<file path="config.mk">
export PLATFORM = sky130hd
export DESIGN_NAME = memSubsystemTop
export DESIGN_NICKNAME = d
export VERILOG_FILES = /design/src/memBusPkg.sv /design/src/busStatusRegs.sv /design/src/memSubsystemTop.sv /design/src/sramByteInterface.sv /design/src/wbSlaveMux.sv
export SDC_FILE = /design/constraint.sdc
export NUM_CORES = 1
export LEC_CHECK = 0
export BUFFER_PORTS_ARGS = -buffer_cell sky130_fd_sc_hd__buf_4
export CORE_MARGIN = 4
export CORE_UTILIZATION = 55
export CTS_BUF_LIST = sky130_fd_sc_hd__clkbuf_2
export DETAILED_ROUTE_END_ITERATION = 8
export HOLD_SLACK_MARGIN = 0.02
export PLACE_DENSITY_LB_ADDON = 0.08
export SLEW_MARGIN = 20
export SYNTH_ARGS = -nofsm -noshare
export SYNTH_HDL_FRONTEND = slang
export SYNTH_HIERARCHICAL = 1
export SYNTH_SLANG_ARGS = --single-unit
</file>
<file path="constraint.sdc">
create_clock -name clk_i -period 7 [get_ports clk_i]
set_input_delay 0.35 -clock clk_i [delete_from_list [all_inputs] [get_ports clk_i]]
set_output_delay 0.35 -clock clk_i [all_outputs]
set_load 0.005 [all_outputs]
</file>
<file path="src/memBusPkg.sv">
// ========================================
// Shared bus types for the memory subsystem
// Word and byte-lane types, SRAM interface states,
// register offsets and address region constants
// ========================================
package memBusPkg;

	// One 32-bit bus data word
	typedef logic [31:0] busWord_t;

	// One select bit per byte lane of a word
	typedef logic [3:0] byteSel_t;

	// States of the byte-serializing SRAM interface
	typedef enum logic [3:0] {
		idle,
		readSettle,
		readLatch,
		writeSetup,
		writePulse,
		writeHold,
		done,
		waitRelease
	} sramState_t;

	// Register offsets in the register region, taken from address bits 3:2
	typedef enum logic [1:0] {
		regReadCount  = 2'd0,
		regWriteCount = 2'd1,
		regScratch    = 2'd2,
		regId         = 2'd3
	} regAddr_t;

	// Address bit 31 set selects the register region, clear selects SRAM
	localparam int REG_REGION_BIT = 31;

	// Fixed value returned by the ID register
	localparam busWord_t DEVICE_ID = 32'h5352_4D31;

endpackage

</file>
<file path="src/busStatusRegs.sv">
// ========================================
// Wishbone register slave for bus status
// SRAM read and write counters, a scratch
// register and a fixed device ID
// ========================================
module busStatusRegs (
	input  logic                clk_i,
	input  logic                rst_i,
	input  logic                cs_i,
	input  logic                cyc_i,
	input  logic                stb_i,
	input  logic                we_i,
	input  memBusPkg::busWord_t adr_i,
	input  memBusPkg::busWord_t dat_i,
	input  logic                accessDone_i,
	input  logic                accessWrite_i,
	output logic                ack_o,
	output memBusPkg::busWord_t dat_o
);

	memBusPkg::regAddr_t regSel;
	memBusPkg::busWord_t readCount;
	memBusPkg::busWord_t writeCount;
	memBusPkg::busWord_t scratch;
	logic accept;
	logic writeAccept;

	// Address bits 3:2 pick one of the four registers
	assign regSel = memBusPkg::regAddr_t'(adr_i[3:2]);

	// A strobe is taken once, while ack is still low
	assign accept = cs_i & cyc_i & stb_i & ~ack_o;
	assign writeAccept = accept & we_i;

	always_ff @(posedge clk_i) begin
		if (rst_i) begin
			ack_o <= 1'b0;
			readCount <= '0;
			writeCount <= '0;
			scratch <= '0;
		end else begin
			// Ack follows the strobe by one cycle and falls after the strobe drops
			if (accept) begin
				ack_o <= 1'b1;
			end else if (!(cs_i & cyc_i & stb_i)) begin
				ack_o <= 1'b0;
			end
			// A bus write to a counter clears it, otherwise it counts finished accesses
			if (writeAccept && regSel == memBusPkg::regReadCount) begin
				readCount <= '0;
			end else if (accessDone_i && !accessWrite_i) begin
				readCount <= readCount + 32'd1;
			end
			if (writeAccept && regSel == memBusPkg::regWriteCount) begin
				writeCount <= '0;
			end else if (accessDone_i && accessWrite_i) begin
				writeCount <= writeCount + 32'd1;
			end
			// Writes to the ID register fall through and change nothing
			if (writeAccept && regSel == memBusPkg::regScratch) begin
				scratch <= dat_i;
			end
		end
	end

	// Read data is captured together with the acknowledge
	always_ff @(posedge clk_i) begin
		if (accept && !we_i) begin
			case (regSel)
				memBusPkg::regReadCount:  dat_o <= readCount;
				memBusPkg::regWriteCount: dat_o <= writeCount;
				memBusPkg::regScratch:    dat_o <= scratch;
				default:                  dat_o <= memBusPkg::DEVICE_ID;
			endcase
		end
	end

endmodule

</file>
<file path="src/memSubsystemTop.sv">
// ========================================
// Memory subsystem top level
// Bus mux, SRAM byte interface and status registers
// ========================================
module memSubsystemTop #(
	parameter int SRAM_ADDR_WIDTH = 19,
	parameter int SETTLE_CYCLES = 1
) (
	input  logic                       clk_i,
	input  logic                       rst_i,
	input  logic                       cyc_i,
	input  logic                       stb_i,
	input  logic                       we_i,
	input  memBusPkg::byteSel_t        sel_i,
	input  memBusPkg::busWord_t        adr_i,
	input  memBusPkg::busWord_t        dat_i,
	output logic                       ack_o,
	output memBusPkg::busWord_t        dat_o,
	output logic                       ramCEn_o,
	output logic                       ramWEn_o,
	output logic                       ramOEn_o,
	output logic [SRAM_ADDR_WIDTH-1:0] memAdr_o,
	output logic [7:0]                 memDbOut_o,
	output logic                       memDbOe_o,
	input  logic [7:0]                 memDb_i
);

	logic sramCs;
	logic regCs;
	logic sramAck;
	logic regAck;
	logic accessDone;
	logic accessWrite;
	memBusPkg::busWord_t sramDat;
	memBusPkg::busWord_t regDat;

	// Address decode and response selection
	wbSlaveMux i_mux (
		.clk_i(clk_i), .rst_i(rst_i), .cyc_i(cyc_i), .stb_i(stb_i), .adr_i(adr_i),
		.sramAck_i(sramAck), .sramDat_i(sramDat), .regAck_i(regAck), .regDat_i(regDat),
		.sramCs_o(sramCs), .regCs_o(regCs), .ack_o(ack_o), .dat_o(dat_o)
	);

	// External SRAM, one byte per access
	sramByteInterface #(
		.SRAM_ADDR_WIDTH(SRAM_ADDR_WIDTH),
		.SETTLE_CYCLES(SETTLE_CYCLES)
	) i_sram (
		.clk_i(clk_i), .rst_i(rst_i), .cs_i(sramCs), .cyc_i(cyc_i), .stb_i(stb_i),
		.we_i(we_i), .sel_i(sel_i), .adr_i(adr_i), .dat_i(dat_i), .memDb_i(memDb_i),
		.ack_o(sramAck), .dat_o(sramDat), .accessDone_o(accessDone),
		.accessWrite_o(accessWrite), .ramCEn_o(ramCEn_o), .ramWEn_o(ramWEn_o),
		.ramOEn_o(ramOEn_o), .memAdr_o(memAdr_o), .memDbOut_o(memDbOut_o),
		.memDbOe_o(memDbOe_o)
	);

	// Status registers, counting the SRAM accesses
	busStatusRegs i_regs (
		.clk_i(clk_i), .rst_i(rst_i), .cs_i(regCs), .cyc_i(cyc_i), .stb_i(stb_i),
		.we_i(we_i), .adr_i(adr_i), .dat_i(dat_i), .accessDone_i(accessDone),
		.accessWrite_i(accessWrite), .ack_o(regAck), .dat_o(regDat)
	);

endmodule

</file>
<file path="src/sramByteInterface.sv">
// ========================================
// Wishbone slave for an 8-bit asynchronous SRAM
// Serializes one 32-bit cycle into byte accesses,
// from the lowest selected lane to the highest
// ========================================
module sramByteInterface #(
	parameter int SRAM_ADDR_WIDTH = 19,
	parameter int SETTLE_CYCLES = 1
) (
	input  logic                       clk_i,
	input  logic                       rst_i,
	input  logic                       cs_i,
	input  logic                       cyc_i,
	input  logic                       stb_i,
	input  logic                       we_i,
	input  memBusPkg::byteSel_t        sel_i,
	input  memBusPkg::busWord_t        adr_i,
	input  memBusPkg::busWord_t        dat_i,
	input  logic [7:0]                 memDb_i,
	output logic                       ack_o,
	output memBusPkg::busWord_t        dat_o,
	output logic                       accessDone_o,
	output logic                       accessWrite_o,
	output logic                       ramCEn_o,
	output logic                       ramWEn_o,
	output logic                       ramOEn_o,
	output logic [SRAM_ADDR_WIDTH-1:0] memAdr_o,
	output logic [7:0]                 memDbOut_o,
	output logic                       memDbOe_o
);

	// Last value of the settle counter before a read byte is latched
	localparam logic [2:0] SETTLE_LAST = 3'(SETTLE_CYCLES - 1);

	memBusPkg::sramState_t state;
	memBusPkg::busWord_t writeData;
	memBusPkg::byteSel_t laneRing;
	memBusPkg::byteSel_t firstRing;
	logic [2:0] settleCount;
	logic [1:0] firstLane;
	logic [1:0] lane;
	logic request;
	logic lastLane;
	logic writeOp;

	assign request = cs_i & cyc_i & stb_i;

	// The two low address bits name the byte lane being accessed
	assign lane = memAdr_o[1:0];

	// Bit 0 of the ring is the current lane, so no higher lane left means the end
	assign lastLane = (laneRing[3:1] == 3'b000);

	// Write data for the current lane goes straight out to the data pins
	assign memDbOut_o = writeData[{lane, 3'b000} +: 8];

	// The status block sees one pulse per finished access, in the done state
	assign accessDone_o = (state == memBusPkg::done);
	assign accessWrite_o = writeOp;

	// ========================================
	// First lane of the sequence
	// ========================================

	// The lowest selected lane starts the sequence
	always_comb begin
		casez (sel_i)
			4'b???1: firstLane = 2'd0;
			4'b??10: firstLane = 2'd1;
			4'b?100: firstLane = 2'd2;
			4'b1000: firstLane = 2'd3;
			default: firstLane = 2'd0;
		endcase
	end

	// Shift the selects down so the ring starts at the first lane
	assign firstRing = sel_i >> firstLane;

	// ========================================
	// Control state machine
	// ========================================
	always_ff @(posedge clk_i) begin
		if (rst_i) begin
			state <= memBusPkg::idle;
			ack_o <= 1'b0;
			ramCEn_o <= 1'b1;
			ramWEn_o <= 1'b1;
			ramOEn_o <= 1'b1;
			memDbOe_o <= 1'b0;
			laneRing <= '0;
			settleCount <= '0;
			writeOp <= 1'b0;
		end else begin
			case (state)
				memBusPkg::idle: begin
					if (request) begin
						// Select the RAM and remember the direction of this access
						ramCEn_o <= 1'b0;
						laneRing <= firstRing;
						settleCount <= '0;
						writeOp <= we_i;
						if (we_i) begin
							memDbOe_o <= 1'b1;
							state <= memBusPkg::writeSetup;
						end else begin
							ramOEn_o <= 1'b0;
							state <= memBusPkg::readSettle;
						end
					end
				end
				// Give the address and the RAM output time to settle
				memBusPkg::readSettle: begin
					if (settleCount == SETTLE_LAST) begin
						state <= memBusPkg::readLatch;
					end else begin
						settleCount <= settleCount + 3'd1;
					end
				end
				// The byte is latched at the end of this cycle, then the lane advances
				memBusPkg::readLatch: begin
					laneRing <= {1'b0, laneRing[3:1]};
					settleCount <= '0;
					if (lastLane) begin
						ramCEn_o <= 1'b1;
						ramOEn_o <= 1'b1;
						state <= memBusPkg::done;
					end else begin
						state <= memBusPkg::readSettle;
					end
				end
				// An unselected lane keeps write-enable high so its byte is untouched
				memBusPkg::writeSetup: begin
					ramWEn_o <= ~laneRing[0];
					state <= memBusPkg::writePulse;
				end
				// Rising write-enable makes the RAM store the byte
				memBusPkg::writePulse: begin
					ramWEn_o <= 1'b1;
					state <= memBusPkg::writeHold;
				end
				// Data stays on the pins for one more cycle before the lane moves
				memBusPkg::writeHold: begin
					laneRing <= {1'b0, laneRing[3:1]};
					if (lastLane) begin
						ramCEn_o <= 1'b1;
						memDbOe_o <= 1'b0;
						state <= memBusPkg::done;
					end else begin
						state <= memBusPkg::writeSetup;
					end
				end
				memBusPkg::done: begin
					ack_o <= 1'b1;
					state <= memBusPkg::waitRelease;
				end
				// Hold ack until the master drops its strobe
				memBusPkg::waitRelease: begin
					if (!request) begin
						ack_o <= 1'b0;
						state <= memBusPkg::idle;
					end
				end
				default: state <= memBusPkg::idle;
			endcase
		end
	end

	// ========================================
	// Address and data path
	// ========================================
	always_ff @(posedge clk_i) begin
		case (state)
			memBusPkg::idle: begin
				if (request) begin
					memAdr_o <= {adr_i[SRAM_ADDR_WIDTH-1:2], firstLane};
					writeData <= dat_i;
				end
			end
			// Every visited lane is latched, selected or not
			memBusPkg::readLatch: begin
				dat_o[{lane, 3'b000} +: 8] <= memDb_i;
				memAdr_o[1:0] <= lane + 2'd1;
			end
			memBusPkg::writeHold: memAdr_o[1:0] <= lane + 2'd1;
			default: ;
		endcase
	end

endmodule

</file>
<file path="src/wbSlaveMux.sv">
// ========================================
// Wishbone address decoder and response mux
// Routes the strobe to the SRAM or register slave
// and returns the owner's data and acknowledge
// ========================================
module wbSlaveMux (
	input  logic                clk_i,
	input  logic                rst_i,
	input  logic                cyc_i,
	input  logic                stb_i,
	input  memBusPkg::busWord_t adr_i,
	input  logic                sramAck_i,
	input  memBusPkg::busWord_t sramDat_i,
	input  logic                regAck_i,
	input  memBusPkg::busWord_t regDat_i,
	output logic                sramCs_o,
	output logic                regCs_o,
	output logic                ack_o,
	output memBusPkg::busWord_t dat_o
);

	logic busy;
	logic ownerReg;
	logic ackSeen;
	logic selAck;

	// The region bit alone decides which slave is selected
	assign regCs_o = adr_i[memBusPkg::REG_REGION_BIT];
	assign sramCs_o = ~adr_i[memBusPkg::REG_REGION_BIT];

	// Ack and data come from the slave latched as owner of the cycle
	assign selAck = ownerReg ? regAck_i : sramAck_i;

	assign ack_o = busy & selAck;
	assign dat_o = busy ? (ownerReg ? regDat_i : sramDat_i) : '0;

	// ========================================
	// Owner of the cycle in progress
	// ========================================
	always_ff @(posedge clk_i) begin
		if (rst_i) begin
			busy <= 1'b0;
			ownerReg <= 1'b0;
			ackSeen <= 1'b0;
		end else if (!busy) begin
			if (cyc_i && stb_i) begin
				busy <= 1'b1;
				ownerReg <= regCs_o;
				ackSeen <= 1'b0;
			end
		end else if (selAck) begin
			ackSeen <= 1'b1;
		end else if (ackSeen) begin
			// Ack has fallen, so a new strobe here starts the next cycle
			if (cyc_i && stb_i) begin
				ownerReg <= regCs_o;
				ackSeen <= 1'b0;
			end else begin
				busy <= 1'b0;
			end
		end
	end

endmodule

</file>
### After elaboration in Yosys (flattened, before gate mapping)

Index checks and enable logic that the tools add are counted.
Widths: inputs -> output; s select.

| cells by class | value |
|---|---|
| shifts and indexed selects | 4 |
| bitwise operators | 10 |
| eq/ne operators | 24 |
| add/sub/neg operators | 5 |
| reduce and logical (&&, ||, !) cells | 32 |
| muxes and demuxes | 48 |

Operator list:

| operator | count |
|---|---|
| $pmux 32 s3 | 1 |
| $add 32x1->32 const B | 2 |
| $mux 32 | 2 |
| $bwmux 32 | 1 |
| $pmux 4 s8 | 1 |
| $shift 8x7->32 const A | 1 |
| $shiftx 32x6->8 | 1 |
| $shiftx 8x7->32 | 1 |
| $mux 1 | 24 |
| $eq 4x3->1 const B | 4 |
| $mux 4 | 4 |
| $mux 3 | 4 |
| $ne 2x1->1 const B | 6 |
| $ne 2x2->1 const B | 6 |
| $reduce_bool 2->1 | 6 |
| $pmux 1 s2 | 5 |
| $pmux 3 s3 | 1 |
| $reduce_and 3->1 | 3 |
| $eq 4x2->1 const B | 2 |
| $pmux 4 s2 | 1 |
| $reduce_and 2->1 | 4 |
| $reduce_and 4->1 | 2 |
| $and 1x1->1 | 7 |
| $logic_and 1x1->1 | 7 |
| 19 further kinds | 27 |

| storage, ports and cells | value |
|---|---|
| word-level logic and storage cells | 144 |
| output and inout port bits | 64 |
| bits in registers | 232 |
| input bits | 81 |

### Logic depth before layout (Yosys ltp)

| logic depth | value |
|---|---|
| depth in word-level cells | 6 |
| mapped depth | 10 |
| depth with buffers taken out | 6 |

### Modules after synthesis

Netlist, hierarchy kept.

Modules (own cells, without submodules):

| module | area each (sq um) | cells an instance | sequential area each (sq um) | instances |
|---|---|---|---|---|
| busStatusRegs | 5911.9 | 649 | 2902.8 | 1 |
| sramByteInterface | 3943.8 | 264 | 2812.7 | 1 |
| wbSlaveMux | 723.2 | 89 | 60.1 | 1 |

### Worst setup path before layout

OpenSTA, ideal clock, no wires.

| timing | value |
|---|---|
| path type | in2reg |
| from | input port adr_i[31] |
| to | register i_regs.dat_o[0], enable pin |
| path slack | 3.811 ns |
| cell stages on the path | 3 |
| data arrival time | 2.728 ns |
| data required time | 6.539 ns |
| setup time | 0.461 ns |
| buffers on the path | 1 |
| path through | buf_4 -> nand3_1 -> nor3_1 |

| between the ends | value |
|---|---|
| longest elaborated chain between the ends | 4 |

Ends and longest elaborated chain:

| item | line | source |
|---|---|---|
| start, declared | memSubsystemTop.sv:15 | `input memBusPkg::busWord_t adr_i,` |
| $and 1x1->1 (3 in series) | busStatusRegs.sv:32 | `assign accept = cs_i & cyc_i & stb_i & ~ack_o;` |
| $logic_and 1x1->1 | busStatusRegs.sv:68 | `if (accept && !we_i) begin` |
| end signal, assigned | busStatusRegs.sv:70 | `memBusPkg::regReadCount: dat_o <= readCount;` |
| end signal, assigned | busStatusRegs.sv:71 | `memBusPkg::regWriteCount: dat_o <= writeCount;` |
| end signal, assigned | busStatusRegs.sv:72 | `memBusPkg::regScratch: dat_o <= scratch;` |
| end, declared | busStatusRegs.sv:18 | `output memBusPkg::busWord_t dat_o` |

No other way between the ends.
A chain may end at the register's enable or synchronous reset.

### Worst setup path after layout

| timing | value |
|---|---|
| from | register i_sram.state[1] |
| to | register i_regs.writeCount[25] |

| between the ends | value |
|---|---|
| longest elaborated chain between the ends | 2 |

Ends and longest elaborated chain:

| item | line | source |
|---|---|---|
| start, declared | sramByteInterface.sv:35 | `memBusPkg::sramState_t state;` |
| start signal, assigned | sramByteInterface.sv:84 | `state <= memBusPkg::idle;` |
| start signal, assigned | sramByteInterface.sv:104 | `state <= memBusPkg::writeSetup;` |
| start signal, assigned | sramByteInterface.sv:107 | `state <= memBusPkg::readSettle;` |
| $eq 4x3->1 | sramByteInterface.sv:58 | `assign accessDone_o = (state == memBusPkg::done);` |
| via accessDone | memSubsystemTop.sv:32 | `logic accessDone;` |
| $logic_and 1x1->1 | busStatusRegs.sv:56 | `end else if (accessDone_i && accessWrite_i) begin` |
| end signal, assigned | busStatusRegs.sv:57 | `writeCount <= writeCount + 32'd1;` |
| end, declared | busStatusRegs.sv:23 | `memBusPkg::busWord_t writeCount;` |

The timed path passes the listed nets, and every way through them passes these cells.

==> results.toml <==
[timing]
final_hold_viol_count = 0
post-route-min-period_ns = 3.07
post-route-period-util_pct = 43.9
worstMarginPinSlew_ns = 1.02
final.setup_skew_ns = 0.0966
final_max_tran_viols = 0
report.final.setup_viol = 0
clock.fmax_ghz = 0.325
slew_headroom_pct = 32.1
setup_total_neg_slack_ns = 0
grt_setup_unrepaired = "false"

[global_route]
largest_net_degree_at_the_start_of_global_routing = 58
grtUsageTotal_pct = 24.5
antenna_found_initial = 2
grt_first_pass_wirelength_um = 42300
globalRoute.totalOverflow = 0
grt_pass1_vias = 7965

[power]
internal_power_uw = 2100
cellLeakagePower_uw = 0.00463
power_frac_comb_pct = 16.0
switching_share_pct = 28.7
max-vdd-ir-drop_mv = 0.149
power.sequential.fraction_pct = 53.9
power_per_cell_area_mw_per_mm2 = 229
power_frac_clock_pct = 30.1
power.net_switching_uw = 845

[logic_synthesis]
synth_enable_flop_cells = 115
synth_ff_type = "dfxtp_1"
synth_area_mm2 = 0.0106
ys_seq_area_share_pct = 54.6
postSynthCellCount = 1002
synth_warnings = 6
synth-seq-cells = 231
async_reset_ff_share_pct = 0
mappedNetlistNets = 1092
syn-mean-instance-area_um2 = 10.6
number_of_distinct_standard_cells_referenced_by_the_synthesized_netlist = 64
synth.largest_area_cell = "edfxtp_1"
netlist.area_leader.share_pct = 32.6
netlist_top_cells_area = "edfxtp_1 (33%), dfxtp_1 (22%), mux2i_1 (5.0%)"

[drt]
met3_wirelength_um = 1600
first_pass_iters = 5
ant_nets = 0
routed_via_density = 5.54
met1_length_um = 11300
via_count = 8358
drt_wl_total_um = 26400
initialDrtViolationCount = 487
route.top_layer_used = "met4"
routedWlPerCell_um = 17.5
detailroute.wirelength.met2_um = 13200
remaining_drc_errors = 0

[cts]
cts.sinks = 231
post_cts_buffers = 0
cts.clk_slew.worst_paths_ns = 0.12
cts-htree-levels = 2
cts_tree = "done"
clk_root_buffer_cell = "clkbuf_2"
post_cts_resized = 0
clock_tree_buf_depth = 3
numCtsBuffers = 57
holdBufCountCts = 68
worst_skew_pair.late_latency_ns = 0.85

[layout]
final_common_cell = "buf_4"
finalCoreUtilization_pct = 68.2
area_growth_syn_to_layout_pct = 21.5
nNetsFinal = 1291
final_design_area_no_fill_mm2 = 0.0128
layout.cells.most_common_list = "buf_4 (134), nand2_1 (130), dfxtp_1 (115), edfxtp_1 (115), a21oi_1 (94)"
drive_above_1_share_pct = 21.5

[worst_setup_path]
critPathArrivalTime_ns = 3.77
cp_data_required_time_ns = 7.70
timing.critical_path.to_type = "flop"
worstRegToRegCells = 6
crit_fanout = 20
worst-setup-path-type = "flop to flop"
worstSetupStartpointType = "flop"
regToRegSetupSlack_ns = 3.93

[placement]
place.gp.congestion = 0.845
io_buffer_count = 130
area_of_placed_instances_mm2 = 0.0116
detailed_place_hpwl_um = 17900

[die]
rows = 50
initial_core_util_pct = 56.2
die_area_mm2 = 0.0215
design.core.area_mm2 = 0.0188
die_width_um = 147
floorplan.die.height_um = 147
num_io_pins = 145

[worst_hold_path]
min_delay_path_depth = 2
hold_class = "input port to flop"

[flow_run]
drv_cap = 0

[outcome]
status = "complete, no violations"
## through the flow
stage	power (uW)	hold WS (ns)	instances	setup slack [ns]
after floorplan	1880	0.419	1002	3.81
after global placement	2050	0.443	1333	4.01
after detailed placement	2060	0.447	1333	3.95
after CTS	2970	0.0277	1506	3.96
after global routing	3120	0.115	1509	3.64
final	2950	0.195	1509	3.93
## layout make-up
type                       count  area [um2]
tap                          260         325
sequential                   231        5780
antenna                        2        5.00
fill                        1476        5980
clock buffer                  93         465
timing repair buffer         203        1700
inverter                      19        76.3
clock inverter                12        60.1
multi-input combinational    689        4440
## final timing paths
| check | from | to |
|---|---|---|
| max | i_sram/state[1]$_SDFFE_PP0P_ | i_regs/writeCount[25]$_SDFFE_PP0P_ |
| min | adr_i[17] | i_sram/memAdr_o[17]$_DFFE_PP_ |
| max reg2reg | i_sram/state[1]$_SDFFE_PP0P_ | i_regs/writeCount[25]$_SDFFE_PP0P_ |
| min reg2reg | i_regs/scratch[0]$_SDFFE_PP0P_ | i_regs/scratch[0]$_SDFFE_PP0P_ |
## Yosys cell counts, types with 11 or more instances
cell,number
nor2_1,31
clkbuf_1,45
nand3_1,26
nor2b_1,41
or4_1,32
o22a_1,12
a21oi_1,94
mux2i_1,53
nand2_1,130
and2_1,40
xnor2_1,14
edfxtp_1,115
nor3_1,13
nand4_1,18
o31ai_1,31
inv_1,18
o21ai_0,35
dfxtp_1,116
mux2_2,11
## routing by layer
layer  global-route usage (%)  vias to the layer above
li1                         -                     4116
met1                     32.5                     3960
met2                     41.4                      250
met3                     4.90                       32
met4                     6.07                        0
met5                        0                        -
## power by group through the flow
stage	clock network [uW]	registers [uW]	logic [uW]
after floorplan	0	1550	325
after global placement	0	1620	432
after detailed placement	0	1620	438
after CTS	911	1590	473
after global routing	1000	1600	520
final	887	1590	472
## sequential cells by signal (all words and copies together), names as in the netlist, 3 cells and up
name	flops
i_regs/dat_o	32
i_regs/readCount	32
i_regs/scratch	32
i_regs/writeCount	32
i_sram/dat_o	32
i_sram/writeData	32
i_sram/memAdr_o	19
i_sram/laneRing	4
i_sram/settleCount	3
i_sram/state	3
## worst max-delay path, cell delays in order, from the launching register on
cell and delay (ns):
dfxtp_1 0.68, nand2_1 0.14, nor2_1 0.55, and2_1 0.44, nand2_1 0.39, or4_1 0.61
a21oi_1 0.15
## cell families after synthesis
family	synth area share [%]
AND/OR/NAND/NOR	20.0
AO/OA/AOI/OAI	11.2
flip-flops	54.6
multiplexers	8.03
buffers and inverters	3.47
XOR/XNOR	1.57
adder cells (fa/ha/maj)	1.06
No activity file was read; power rests on OpenSTA's default activity.
